--- src/pkg_tpu.sv ---
package pkg_tpu;

	////////////////////////////////////////////////////////////
	// Lane sizing

	localparam int NUM_REGS			= 16;		// Scalar register count
	localparam int BYPASS_BUFF_SIZE	= 4;		// Pending writeback depth

	////////////////////////////////////////////////////////////
	// Word and index types

	typedef logic [31:0]	data_t;				// Operand and result word
	typedef logic [3:0]		index_t;			// Register index or slice length

	// ALU opcodes
	typedef enum logic [2:0] {
		OP_ADD	= 3'h0,							// src1 + src2
		OP_SUB	= 3'h1,							// src1 - src2
		OP_MUL	= 3'h2,							// Low word of product
		OP_AND	= 3'h3,
		OP_OR	= 3'h4,
		OP_XOR	= 3'h5,
		OP_MAC	= 3'h6,							// src1 * src2 + src3
		OP_PASS	= 3'h7							// Copy of src1
	} op_t;

	// Path select codes for PAC port and writeback
	localparam logic [1:0] PATH_NONE	= 2'h0;
	localparam logic [1:0] PATH_SRC1	= 2'h1;
	localparam logic [1:0] PATH_SRC2	= 2'h2;
	localparam logic [1:0] PATH_SRC3	= 2'h3;

endpackage
--- src/operand_if.sv ---
`timescale 1ns/10ps

// Issued operation from the operand network to the ALU
interface operand_if
	import pkg_tpu::*;
();

	logic			valid;					// Item present
	op_t			op;						// ALU opcode
	index_t			dst;					// Destination register
	data_t			src1;					// Bypass-corrected operands
	data_t			src2;
	data_t			src3;
	logic [1:0]		sel_path_wb;			// Source move select

	modport net (
		output valid,
		output op,
		output dst,
		output src1, src2, src3,
		output sel_path_wb
	);

	modport alu (
		input valid,
		input op,
		input dst,
		input src1, src2, src3,
		input sel_path_wb
	);

endinterface

--- src/scalar_lane.sv ---
`timescale 1ns/10ps

module scalar_lane
	import pkg_tpu::*;
#(
	parameter int NUM_REGS	= pkg_tpu::NUM_REGS,
	parameter int BUFF_SIZE	= BYPASS_BUFF_SIZE
)(
	input  logic		clock,
	input  logic		rst_n,
	input  logic		stall,				// Holds every stage
	input  logic		req,				// Issue request
	input  op_t			op,
	input  index_t		dst,
	input  index_t		src_idx1,
	input  index_t		src_idx2,
	input  index_t		src_idx3,
	input  logic [1:0]	sel_path,
	input  logic [1:0]	sel_path_wb,
	input  index_t		slice_len,
	input  logic		host_we,			// Preload port
	input  index_t		host_idx,
	input  data_t		host_data,
	output data_t		pac_data,
	output logic		wb_valid,
	output index_t		wb_idx,
	output data_t		wb_data,
	output logic		buff_full
);

	logic			iss_valid;				// Issue stage
	op_t			iss_op;
	index_t			iss_dst;
	index_t			iss_idx1;
	index_t			iss_idx2;
	index_t			iss_idx3;
	logic [1:0]		iss_path;
	logic [1:0]		iss_path_wb;
	index_t			iss_slice;
	logic			rd_valid;				// Read stage
	op_t			rd_op;
	index_t			rd_dst;
	index_t			rd_idx1;
	index_t			rd_idx2;
	index_t			rd_idx3;
	logic [1:0]		rd_path;
	logic [1:0]		rd_path_wb;
	index_t			rd_slice;
	data_t			rf_data1;
	data_t			rf_data2;
	data_t			rf_data3;
	logic			drain_en;
	index_t			drain_idx;
	data_t			drain_data;

	operand_if opif ();

	////////////////////////////////////////////////////////////
	// Issue and read stage registers

	always_ff @(posedge clock) begin
		if (!rst_n) begin
			iss_valid	<= 1'b0;
			rd_valid	<= 1'b0;
		end else if (!stall) begin
			iss_valid	<= req;
			rd_valid	<= iss_valid;
		end
	end

	always_ff @(posedge clock) begin
		if (!stall) begin
			iss_op		<= op;
			iss_dst		<= dst;
			iss_idx1	<= src_idx1;
			iss_idx2	<= src_idx2;
			iss_idx3	<= src_idx3;
			iss_path	<= sel_path;
			iss_path_wb	<= sel_path_wb;
			iss_slice	<= slice_len;
			rd_op		<= iss_op;			// Lines up with register data
			rd_dst		<= iss_dst;
			rd_idx1		<= iss_idx1;
			rd_idx2		<= iss_idx2;
			rd_idx3		<= iss_idx3;
			rd_path		<= iss_path;
			rd_path_wb	<= iss_path_wb;
			rd_slice	<= iss_slice;
		end
	end

	reg_file #(
		.NUM_REGS	(NUM_REGS)
	) u_reg_file (
		.clock		(clock),
		.rst_n		(rst_n),
		.stall		(stall),
		.rd_idx1	(iss_idx1),
		.rd_idx2	(iss_idx2),
		.rd_idx3	(iss_idx3),
		.we			(host_we | drain_en),
		.wr_idx		(host_we ? host_idx : drain_idx),		// Host has priority
		.wr_data	(host_we ? host_data : drain_data),
		.rd_data1	(rf_data1),
		.rd_data2	(rf_data2),
		.rd_data3	(rf_data3)
	);

	network_s #(
		.NUM_LANES	(NUM_REGS),
		.BUFF_SIZE	(BUFF_SIZE)
	) u_network_s (
		.clock		(clock),
		.rst_n		(rst_n),
		.stall		(stall),
		.req_valid	(rd_valid),
		.op			(rd_op),
		.dst		(rd_dst),
		.sel_path	(rd_path),
		.sel_path_wb(rd_path_wb),
		.slice_len	(rd_slice),
		.src_idx1	(rd_idx1),
		.src_idx2	(rd_idx2),
		.src_idx3	(rd_idx3),
		.src_data1	(rf_data1),
		.src_data2	(rf_data2),
		.src_data3	(rf_data3),
		.wb_valid	(wb_valid),
		.wb_idx		(wb_idx),
		.wb_data	(wb_data),
		.drain_ready(~host_we),				// Drain waits behind host
		.pac_data	(pac_data),
		.buff_full	(buff_full),
		.drain_en	(drain_en),
		.drain_idx	(drain_idx),
		.drain_data	(drain_data),
		.opif		(opif.net)
	);

	scalar_alu u_scalar_alu (
		.clock		(clock),
		.rst_n		(rst_n),
		.stall		(stall),
		.opif		(opif.alu),
		.wb_valid	(wb_valid),
		.wb_idx		(wb_idx),
		.wb_data	(wb_data)
	);

endmodule

--- src/scalar_alu.sv ---
`timescale 1ns/10ps

module scalar_alu
	import pkg_tpu::*;
(
	input  logic	clock,
	input  logic	rst_n,
	input  logic	stall,
	operand_if.alu	opif,					// Item from operand network
	output logic	wb_valid,
	output index_t	wb_idx,
	output data_t	wb_data
);

	data_t		result;						// Opcode result
	data_t		wb_sel;						// Result or moved source

	////////////////////////////////////////////////////////////
	// Execute

	always_comb begin
		case (opif.op)
			OP_ADD:		result = opif.src1 + opif.src2;
			OP_SUB:		result = opif.src1 - opif.src2;
			OP_MUL:		result = opif.src1 * opif.src2;		// Low 32 bits
			OP_AND:		result = opif.src1 & opif.src2;
			OP_OR:		result = opif.src1 | opif.src2;
			OP_XOR:		result = opif.src1 ^ opif.src2;
			OP_MAC:		result = opif.src1 * opif.src2 + opif.src3;
			default:	result = opif.src1;					// OP_PASS
		endcase
	end

	always_comb begin						// Writeback path
		case (opif.sel_path_wb)
			PATH_SRC1:	wb_sel = opif.src1;
			PATH_SRC2:	wb_sel = opif.src2;
			PATH_SRC3:	wb_sel = opif.src3;
			default:	wb_sel = result;
		endcase
	end

	////////////////////////////////////////////////////////////
	// Writeback register

	always_ff @(posedge clock) begin
		if (!rst_n) begin
			wb_valid <= 1'b0;
		end else begin
			wb_valid <= opif.valid & ~stall;	// Low through a stall
		end
	end

	always_ff @(posedge clock) begin
		if (opif.valid && !stall) begin
			wb_idx	<= opif.dst;
			wb_data	<= wb_sel;
		end
	end

endmodule

--- src/network_s.sv ---
`timescale 1ns/10ps

module network_s
	import pkg_tpu::*;
#(
	parameter int NUM_LANES	= 16,
	parameter int BUFF_SIZE	= BYPASS_BUFF_SIZE
)(
	input  logic		clock,
	input  logic		rst_n,
	input  logic		stall,
	input  logic		req_valid,				// Read stage holds an instruction
	input  op_t			op,
	input  index_t		dst,
	input  logic [1:0]	sel_path,				// PAC operand select
	input  logic [1:0]	sel_path_wb,			// Writeback move select
	input  index_t		slice_len,
	input  index_t		src_idx1,
	input  index_t		src_idx2,
	input  index_t		src_idx3,
	input  data_t		src_data1,				// From register file
	input  data_t		src_data2,
	input  data_t		src_data3,
	input  logic		wb_valid,				// From ALU
	input  index_t		wb_idx,
	input  data_t		wb_data,
	input  logic		drain_ready,
	output data_t		pac_data,				// To PAC port
	output logic		buff_full,
	output logic		drain_en,
	output index_t		drain_idx,
	output data_t		drain_data,
	operand_if.net		opif
);

	data_t		fix1;						// Bypass-corrected operands
	data_t		fix2;
	data_t		fix3;
	index_t		slice_lim;

	// Slice cannot exceed the lane count
	assign slice_lim = (int'(slice_len) > NUM_LANES) ? index_t'(NUM_LANES) : slice_len;

	bypass_buff #(
		.BUFF_SIZE	(BUFF_SIZE)
	) u_bypass_buff (
		.clock		(clock),
		.rst_n		(rst_n),
		.wb_valid	(wb_valid),
		.wb_idx		(wb_idx),
		.wb_data	(wb_data),
		.slice_len	(slice_lim),
		.idx1		(src_idx1),
		.idx2		(src_idx2),
		.idx3		(src_idx3),
		.src1		(src_data1),
		.src2		(src_data2),
		.src3		(src_data3),
		.drain_ready(drain_ready),
		.out1		(fix1),
		.out2		(fix2),
		.out3		(fix3),
		.full		(buff_full),
		.drain_en	(drain_en),
		.drain_idx	(drain_idx),
		.drain_data	(drain_data)
	);

	always_comb begin						// PAC operand
		case (sel_path)
			PATH_SRC1:	pac_data = fix1;
			PATH_SRC2:	pac_data = fix2;
			PATH_SRC3:	pac_data = fix3;
			default:	pac_data = '0;
		endcase
	end

	// Operand item to ALU
	assign opif.valid		= req_valid & ~stall;
	assign opif.op			= op;
	assign opif.dst			= dst;
	assign opif.src1		= fix1;
	assign opif.src2		= fix2;
	assign opif.src3		= fix3;
	assign opif.sel_path_wb	= sel_path_wb;

endmodule

--- src/bypass_buff.sv ---
`timescale 1ns/10ps

module bypass_buff
	import pkg_tpu::*;
#(
	parameter int BUFF_SIZE = BYPASS_BUFF_SIZE
)(
	input  logic	clock,
	input  logic	rst_n,
	input  logic	wb_valid,				// Writeback from ALU
	input  index_t	wb_idx,
	input  data_t	wb_data,
	input  index_t	slice_len,				// Indexes at or above read as zero
	input  index_t	idx1,					// Source indexes
	input  index_t	idx2,
	input  index_t	idx3,
	input  data_t	src1,					// Register file values
	input  data_t	src2,
	input  data_t	src3,
	input  logic	drain_ready,			// Write port free
	output data_t	out1,					// Corrected operands
	output data_t	out2,
	output data_t	out3,
	output logic	full,
	output logic	drain_en,
	output index_t	drain_idx,
	output data_t	drain_data
);

	localparam int PTR_W = (BUFF_SIZE > 1) ? $clog2(BUFF_SIZE) : 1;
	typedef logic [PTR_W-1:0] ptr_t;

	index_t							idx_q [BUFF_SIZE];		// Entry destinations
	data_t							data_q [BUFF_SIZE];		// Entry values
	ptr_t							wr_ptr;
	ptr_t							rd_ptr;					// Oldest entry
	logic [$clog2(BUFF_SIZE+1)-1:0]	count;
	logic							push;
	logic							pop;

	function automatic ptr_t next_ptr(input ptr_t ptr);
		return (int'(ptr) == BUFF_SIZE - 1) ? '0 : ptr + 1'b1;
	endfunction

	////////////////////////////////////////////////////////////
	// Newest-match lookup

	function automatic data_t lookup(input index_t idx, input data_t reg_val);
		data_t val;
		int slot;
		val = reg_val;
		for (int k = 0; k < BUFF_SIZE; k++) begin			// Oldest first so youngest wins
			slot = (int'(rd_ptr) + k) % BUFF_SIZE;
			if (k < int'(count) && idx_q[slot] == idx) begin
				val = data_q[slot];
			end
		end
		if (wb_valid && wb_idx == idx) begin				// Entry arriving this edge
			val = wb_data;
		end
		if (idx >= slice_len) begin
			val = '0;										// Outside the slice
		end
		return val;
	endfunction

	always_comb begin
		out1 = lookup(idx1, src1);
		out2 = lookup(idx2, src2);
		out3 = lookup(idx3, src3);
	end

	////////////////////////////////////////////////////////////
	// FIFO control

	assign full			= (int'(count) == BUFF_SIZE);
	assign pop			= drain_ready && (count != '0);
	assign push			= wb_valid && (!full || pop);			// Drop only on overflow
	assign drain_en		= pop;
	assign drain_idx	= idx_q[rd_ptr];
	assign drain_data	= data_q[rd_ptr];

	always_ff @(posedge clock) begin
		if (!rst_n) begin
			wr_ptr	<= '0;
			rd_ptr	<= '0;
			count	<= '0;
		end else begin
			if (push) begin
				wr_ptr <= next_ptr(wr_ptr);
			end
			if (pop) begin
				rd_ptr <= next_ptr(rd_ptr);
			end
			case ({push, pop})
				2'b10:		count <= count + 1'b1;
				2'b01:		count <= count - 1'b1;
				default:	count <= count;
			endcase
		end
	end

	always_ff @(posedge clock) begin		// Entry payload
		if (push) begin
			idx_q[wr_ptr]	<= wb_idx;
			data_q[wr_ptr]	<= wb_data;
		end
	end

endmodule

--- src/reg_file.sv ---
`timescale 1ns/10ps

module reg_file
	import pkg_tpu::*;
#(
	parameter int NUM_REGS = pkg_tpu::NUM_REGS
)(
	input  logic	clock,
	input  logic	rst_n,
	input  logic	stall,					// Hold read stage
	input  index_t	rd_idx1,				// Read indexes
	input  index_t	rd_idx2,
	input  index_t	rd_idx3,
	input  logic	we,						// Host or drain write
	input  index_t	wr_idx,
	input  data_t	wr_data,
	output data_t	rd_data1,				// Valid one cycle after index
	output data_t	rd_data2,
	output data_t	rd_data3
);

	data_t			regs [NUM_REGS];		// Register array
	index_t			idx1_q;					// Latched read indexes
	index_t			idx2_q;
	index_t			idx3_q;

	////////////////////////////////////////////////////////////
	// Write port

	always_ff @(posedge clock) begin
		if (!rst_n) begin
			regs <= '{default: '0};			// Registers start at zero
		end else if (we) begin
			regs[wr_idx] <= wr_data;
		end
	end

	////////////////////////////////////////////////////////////
	// Read stage

	always_ff @(posedge clock) begin
		if (!rst_n) begin
			idx1_q <= '0;
			idx2_q <= '0;
			idx3_q <= '0;
		end else if (!stall) begin
			idx1_q <= rd_idx1;
			idx2_q <= rd_idx2;
			idx3_q <= rd_idx3;
		end
	end

	// Data follows later writes while the stage is held
	assign rd_data1 = regs[idx1_q];
	assign rd_data2 = regs[idx2_q];
	assign rd_data3 = regs[idx3_q];

endmodule

--- config.mk ---
export PLATFORM = sky130hd
export DESIGN_NAME = scalar_lane
export DESIGN_NICKNAME = d
export VERILOG_FILES = /design/src/pkg_tpu.sv /design/src/operand_if.sv /design/src/scalar_lane.sv /design/src/scalar_alu.sv /design/src/network_s.sv /design/src/bypass_buff.sv /design/src/reg_file.sv
export SDC_FILE = /design/constraint.sdc
export NUM_CORES = 2
export LEC_CHECK = 0
export BUFFER_PORTS_ARGS = -buffer_cell sky130_fd_sc_hd__buf_4
export CAP_MARGIN = 10
export CORE_UTILIZATION = 55
export CTS_CLUSTER_DIAMETER = 100
export DETAILED_ROUTE_END_ITERATION = 6
export HOLD_SLACK_MARGIN = 0.08
export PLACE_DENSITY = 0.72
export RECOVER_POWER = 25
export SYNTH_ARGS = -nofsm -noshare
export SYNTH_HDL_FRONTEND = slang
export SYNTH_HIERARCHICAL = 1
export SYNTH_SLANG_ARGS = --single-unit
--- constraint.sdc ---
create_clock -name clock -period 29.2 [get_ports clock]
set_input_delay 1.46 -clock clock [delete_from_list [all_inputs] [get_ports clock]]
set_output_delay 1.46 -clock clock [all_outputs]
set_load 0.005 [all_outputs]
Word level (Yosys, flattened, before mapping)
Memory sizes are Yosys's and may differ from the RTL's. A register that Yosys moved wholly into a read port is not among the register bits.
Index checks and enable logic that the tools add are counted.
{"block": "totals", "ram_bits": 144, "out_inout_bits": 70, "n_memories": 2, "romBits": 0, "reg_bits": 624, "word_cells": 185, "latch_bits": 0, "inputBits": 68}
{"name": "u_network_s.u_bypass_buff.data_q", "depth": 4, "word_bits": 32, "read_ports": 5, "rd_clocked_by_memory_dff": 2, "wr": 1, "line_no": "bypass_buff.sv:34", "source": "data_t data_q [BUFF_SIZE];"}
{"name": "u_network_s.u_bypass_buff.idx_q", "depth": 4, "word_bits": 4, "read_ports": 5, "rd_clocked_by_memory_dff": 2, "wr": 1, "line_no": "bypass_buff.sv:33", "source": "index_t idx_q [BUFF_SIZE];"}
{"block": "op_classes", "eq_ne": 32, "muxes": 48, "div": 0, "bitwise": 12, "n_lt_le_gt_ge": 12, "n_mul": 1, "add_sub_neg": 10, "reduce_logical": 25, "n_shift": 0}
{"operator": "two-way mux 32 bit", "count": 26}
{"operator": "bitwise mux 512 bit", "count": 1}
{"operator": "binary-select mux 32 bit (select 4 bit)", "count": 3}
{"operator": "case mux 32 bit (7 select lines)", "count": 1}
{"operator": "case mux 32 bit (3 select lines)", "count": 2}
{"operator": "demux 32 bit (select 4 bit)", "count": 1}
{"operator": "adder 32 bit", "count": 2}
{"operator": "equality test 4 bit", "count": 15}
{"operator": "bitwise AND 32 bit", "count": 1}
{"operator": "multiplier 32 x 32 -> 32 bit", "count": 1}
{"operator": "OR 32 bit", "count": 1}
{"operator": "subtractor 32 bit", "count": 1}
{"operator": "XOR 32 bit", "count": 1}
{"operator": ">= comparator 5 bit (second input constant)", "count": 4}
{"operator": "two-way mux 2 bit", "count": 10}
{"operator": "NOT 4 -> 5 bit", "count": 4}
{"operator": "logical AND 1 bit", "count": 19}
{"operator": "equality test 3 bit (second input constant)", "count": 4}
{"operator": ">= comparator 4 bit", "count": 3}
{"operator": "equality test 2 x 1 -> 1 bit (second input constant)", "count": 5}
{"operator": "equality test 2 bit (second input constant)", "count": 5}
{"operator": "adder 2 x 1 -> 2 bit (second input constant)", "count": 3}
{"operator": "equality test 3 x 2 -> 1 bit (second input constant)", "count": 2}
{"operator": "less-than comparator 1 x 3 -> 1 bit (first input constant)", "count": 2}
{"operator": "17 further kinds", "count": 23}

Logic depth before layout (Yosys ltp)
{"block": "depth", "depth_word": 14, "mapped_depth": 45, "depth_no_buf": 41}

Modules after synthesis
Netlist, hierarchy kept.
{"module": "reg_file", "cells_per_inst": 3270, "seq_area_each_um2": 10490.1, "n_inst": 1, "area_each_um2": 31159.9}
{"module": "scalar_alu", "cells_per_inst": 2821, "seq_area_each_um2": 1101.1, "n_inst": 1, "area_each_um2": 23151.0}
{"module": "bypass_buff", "cells_per_inst": 1402, "seq_area_each_um2": 4504.3, "n_inst": 1, "area_each_um2": 14780.4}
{"module": "scalar_lane", "cells_per_inst": 103, "seq_area_each_um2": 1661.6, "n_inst": 1, "area_each_um2": 2219.6}
{"module": "network_s", "cells_per_inst": 87, "seq_area_each_um2": 0.0, "n_inst": 1, "area_each_um2": 973.4}

Worst setup path after synthesis
Ideal clock, no wire load.
{"block": "synth_timing", "path_kind": "flip-flop to flip-flop", "start": "register u_network_s.u_bypass_buff.rd_ptr[0]", "end": "register u_scalar_alu.wb_data[30], data pin", "path_buffers": 5, "setup_time_ns": 0.254, "period_less_slack_ns": 11.211, "slack_ns": 17.989, "arrival_ns": 10.957, "t_required_ns": 28.946, "stages_incl_launch_ff": 43, "cell_sequence": "dfxtp_1 ha_1 buf_6 mux4_2 xor2_1 or2_1 clkbuf_1 buf_2 o221ai_1 a211oi_1 clkbuf_1 inv_1 clkbuf_1 nor2_1 fa_1 fa_1 fa_1 inv_1 [7 not listed] fa_1 ha_1 a211oi_1 nand2_1 a2111oi_2 nor2_1 o21a_1 nor2_1 xnor2_1 ha_1 a21oi_1 nor2b_1 o41ai_1 a211oi_2 a31oi_1 mux2_1 a211o_1 a21bo_1"}
{"block": "synth_between", "elab_chain_cells": 13, "word_cells_on_any_way": 47, "classes_between": "6 x add/sub; 1 x mul; 9 x eq/ne; 17 x mux; 3 x bitwise; 9 x reduce/logical; 2 x memory"}
{"item": "start: declaration", "line_no": "bypass_buff.sv:36", "source": "ptr_t rd_ptr;"}
{"item": "start signal: assignment", "line_no": "bypass_buff.sv:93", "source": "rd_ptr <= next_ptr(rd_ptr);"}
{"item": "adder 2 x 1 -> 2 bit", "line_no": "bypass_buff.sv:53", "source": "slot = (int'(rd_ptr) + k) % BUFF_SIZE;"}
{"item": "memory (4 x 4 bit)"}
{"item": "equality test 4 bit", "line_no": "bypass_buff.sv:54", "source": "if (k < int'(count) && idx_q[slot] == idx) begin"}
{"item": "logical AND 1 bit", "line_no": "bypass_buff.sv:54"}
{"item": "two-way mux 32 bit (2 in a row)", "line_no": "bypass_buff.sv:54"}
{"item": "two-way mux 32 bit *", "line_no": "bypass_buff.sv:54"}
{"item": "two-way mux 32 bit *", "line_no": "bypass_buff.sv:58", "source": "if (wb_valid && wb_idx == idx) begin"}
{"item": "two-way mux 32 bit *", "line_no": "bypass_buff.sv:61", "source": "if (idx >= slice_len) begin"}
{"item": "via opif.src1[13]", "line_no": "operand_if.sv:11", "source": "data_t src1;"}
{"item": "multiplier 32 x 32 -> 32 bit", "line_no": "scalar_alu.sv:25, scalar_alu.sv:29"}
{"item": "adder 32 bit", "line_no": "scalar_alu.sv:29", "source": "OP_MAC: result = opif.src1 * opif.src2 + opif.src3;"}
{"item": "case mux 32 bit (7 select lines) *", "line_no": "scalar_alu.sv:22", "source": "case (opif.op)"}
{"item": "case mux 32 bit (3 select lines) *", "line_no": "scalar_alu.sv:35", "source": "case (opif.sel_path_wb)"}
{"item": "via u_scalar_alu.wb_sel[30]", "line_no": "scalar_alu.sv:16", "source": "data_t wb_sel;"}
{"item": "end signal: assignment", "line_no": "scalar_alu.sv:57", "source": "wb_data <= wb_sel;"}
{"item": "end: declaration", "line_no": "scalar_alu.sv:12", "source": "output data_t wb_data"}
Mark *: on every way through the listed nets, which the timed path passes. The rest lies on a longest branch.
A chain may end at the register's enable or synchronous reset.

Worst setup path in the final report
{"block": "layout_timing", "start": "register u_network_s.u_bypass_buff.rd_ptr[1]", "end": "register u_scalar_alu.wb_data[30], data pin"}
Same word-level chain as after synthesis.

==> results.toml <==
[routing]
route.vias.total = 68900
route.detailed.drc = 46
vias_per_cell = 7.55
dr.pass1.iters = 7
drt-initial-drc-count = 12700
ant_nets = 0
routedWlPerCell_um = 34.0
drt_wl_total_um = 310000

[placed_design]
dp_cells = 8956
globalplace.congestion = 1.08
dpl.hpwl_um = 199000
io_buffers = 137

[sta]
period_share_pct = 49.6
setup_tns_ps = 0
finalHoldViolations = 0
period_needed_ps = 14490
grt_setup_unrepaired = "false"
clock-skew-final_ps = 51.4
fmax_ghz = 0.0690
setup-violations-final = 0
worstMarginPinSlew_ps = 3260
drv_slew = 38
maxSlewHeadroom_pct = -117

[final_layout]
final_common_cell = "a21oi_1"
drive_gt1_share_pct = 17.0
syn_to_final_growth_pct = 6.35
mostFrequentLayoutCells = "a21oi_1, o21ai_0, mux4_2"
fin_util_pct = 59.1
fin_nets = 8051
final_cells = 9123

[power_and_ir_drop]
vdd_ir_drop_max_mv = 0.0705
powerDensity_nw_per_um2 = 66.1
p_leak_nw = 27.7

[global_route]
track_usage_pct = 45.9
grt.overflow.total = 0
grt_pass1_wl_um = 446000
grt_max_degree = 209
antenna_found_initial = 13
grt_pass1_vias = 65600

[clocking]
numCtsBuffers = 85
clk_latency_ps = 710
cts.sinks = 770
htree_levels = 3
clk_pin_slew_ps = 60
cts_root_buffer = "clkbuf_16"
ctsResizeCount = 0
post_cts_buffers = 0
cts_max_path_buffers = 3
cts_tree = "built"
ctsHoldBuffers = 0

[yosys]
synth-edff-count = 234
syn_area_um2 = 72300
ys_warn_count = 6
ys_ff_latch = 770
ys_types = 99
syn_nets = 8432
synth_cells = 7683
ys_async_sr_fraction_pct = 0
syn_area_per_cell_um2 = 9.41
synth-seq-area-share_pct = 24.6
synthFlopType = "dfxtp_1"

[worst_setup_path]
timing.critical_path.fanout_max = 38
rr_worst_depth = 40
worstReg2RegEnd = "u_scalar_alu/wb_data[30]"
cp.arrival_ps = 14920
crit_top_cell = "fa_1"
reg2reg_from = "u_network_s/u_bypass_buff/rd_ptr[1]"
path_class = "reg2reg"
crit_required_ps = 29630
max_stage_delay_ps = 830
start_kind = "register"
crit_path_top_delay_cell = "clkinv_1"
r2r_slack_ps = 14710
crit_path_end_kind = "register"

[floorplan]
dieHeight_um = 365
die_w_um = 365
initial_utilization_pct = 55.6
core-area_um2 = 130000
ios = 138
fp-row-count = 132
dieArea_um2 = 133000

[flow_run]
max-cap-violations = 1

[outcome]
violations = "design-rule violations, max-capacitance violations, max-slew violations"
outcome = "complete, but fails checks"

[worst_hold_path]
hold_path_class = "reg2reg"
min_path_cells = 0
min-delay-start = "rd_dst[1]"
whs_endpoint = "u_scalar_alu/wb_idx[1]"
==> layout make-up <==
cell class	instances	area [µm²]
inverters	514	1940
diodes	9	22.5
flip-flops and latches	770	17800
multi-input cells	5577	49400
repair buffers	354	2660
clock buffers	109	2360
well taps	1742	2180
clock inverters	48	559
fillers	11000	53100
==> kinds of logic after synthesis <==
| group | Yosys count | share of synthesized area (%) |
|---|---|---|
| AO/OA/AOI/OAI | 2301 | 19.3 |
| multiplexers | 651 | 18.7 |
| adder cells (fa/ha/maj) | 681 | 16.0 |
| flip-flops | 770 | 24.6 |
| XOR/XNOR | 225 | 2.78 |
| AND/OR/NAND/NOR | 1719 | 10.8 |
| buffers and inverters | 1336 | 7.82 |
==> power breakdown <==
group / switching, W / leakage (nW) / internal [W]
Sequential: 0.0000633 / 6.49 / 0.00115
Combinational: 0.00185 / 19.8 / 0.000871
Clock: 0.000495 / 1.41 / 0.000648
==> flip-flops by register name, indices dropped and copies added (netlist names), 16 cells and up, named ones only <==
name and flops:
u_reg_file/regs 512, u_network_s/u_bypass_buff/data_q 128, u_scalar_alu/wb_data 32, u_network_s/u_bypass_buff/idx_q 16
==> worst max-delay path by stage <==
stage | startpoint | end | slack (ps)
after CTS | u_network_s/u_bypass_buff/rd_ptr[1] | u_scalar_alu/wb_data[30] | 15300
after detailed placement | u_network_s/u_bypass_buff/rd_ptr[1] | u_scalar_alu/wb_data[30] | 15400
final | u_network_s/u_bypass_buff/rd_ptr[1] | u_scalar_alu/wb_data[30] | 14710
after global placement | u_network_s/u_bypass_buff/rd_ptr[1] | u_scalar_alu/wb_data[30] | 15530
after floorplan | u_network_s/u_bypass_buff/rd_ptr[0] | u_scalar_alu/wb_data[30] | 17990
after global routing | u_network_s/u_bypass_buff/rd_ptr[1] | u_scalar_alu/wb_data[30] | 14390
==> per-layer routing <==
metal / GRT usage, % / up-vias / share of wire [%]
met5: 1.05 / - / 0.12
met4: 29.3 / 28 / 8.3
met3: 20.1 / 1664 / 17
met2: 65.7 / 6535 / 41
met1: 56.2 / 33400 / 33
li1: - / 27300 / -
==> stage by stage <==
step	power (W)	instance area [µm²]	hold slack (ps)	setup slack, ps
floorplan	0.00294	72300	400	17990
global placement	0.00376	73900	401	15530
detailed placement	0.00378	73900	405	15400
CTS	0.00491	76900	419	15300
global route	0.00517	76900	421	14390
finish	0.00508	76900	420	14710
==> synth_stat cells (24+ instances only) <==
cell | count | area (µm²)
dfxtp_1 | 536 | 10700
nor2_1 | 460 | 1730
xor2_1 | 56 | 490
a22o_1 | 32 | 280
buf_4 | 47 | 353
a21oi_1 | 744 | 3720
xnor2_1 | 165 | 1450
o21ai_1 | 84 | 420
a211oi_1 | 72 | 541
mux4_2 | 536 | 12100
nand3_1 | 534 | 2670
buf_1 | 51 | 191
edfxtp_1 | 234 | 7030
nand2_1 | 505 | 1900
mux2_4 | 48 | 721
o21ai_0 | 630 | 3150
or4_1 | 64 | 480
o221ai_1 | 101 | 885
a21o_1 | 39 | 293
fa_1 | 410 | 8210
ha_1 | 271 | 3390
a21boi_0 | 101 | 758
a211o_1 | 36 | 315
mux2i_1 | 42 | 420
inv_1 | 494 | 1850
clkbuf_1 | 509 | 1910
buf_2 | 187 | 936
a22oi_1 | 202 | 1520
o22ai_1 | 104 | 651
mux2_2 | 24 | 270
==> worst max-delay path, delay by kind of cell (launching register included) <==
kind / cells / cell delay, ps
AO/OA/AOI/OAI: 13 / 2960
XOR/XNOR: 2 / 820
adder cells (fa/ha/maj): 11 / 4920
buffers and inverters: 7 / 2900
flip-flops: 1 / 320
multiplexers: 2 / 1050
AND/OR/NAND/NOR: 5 / 1200
Power figures use the tool's default switching activity.
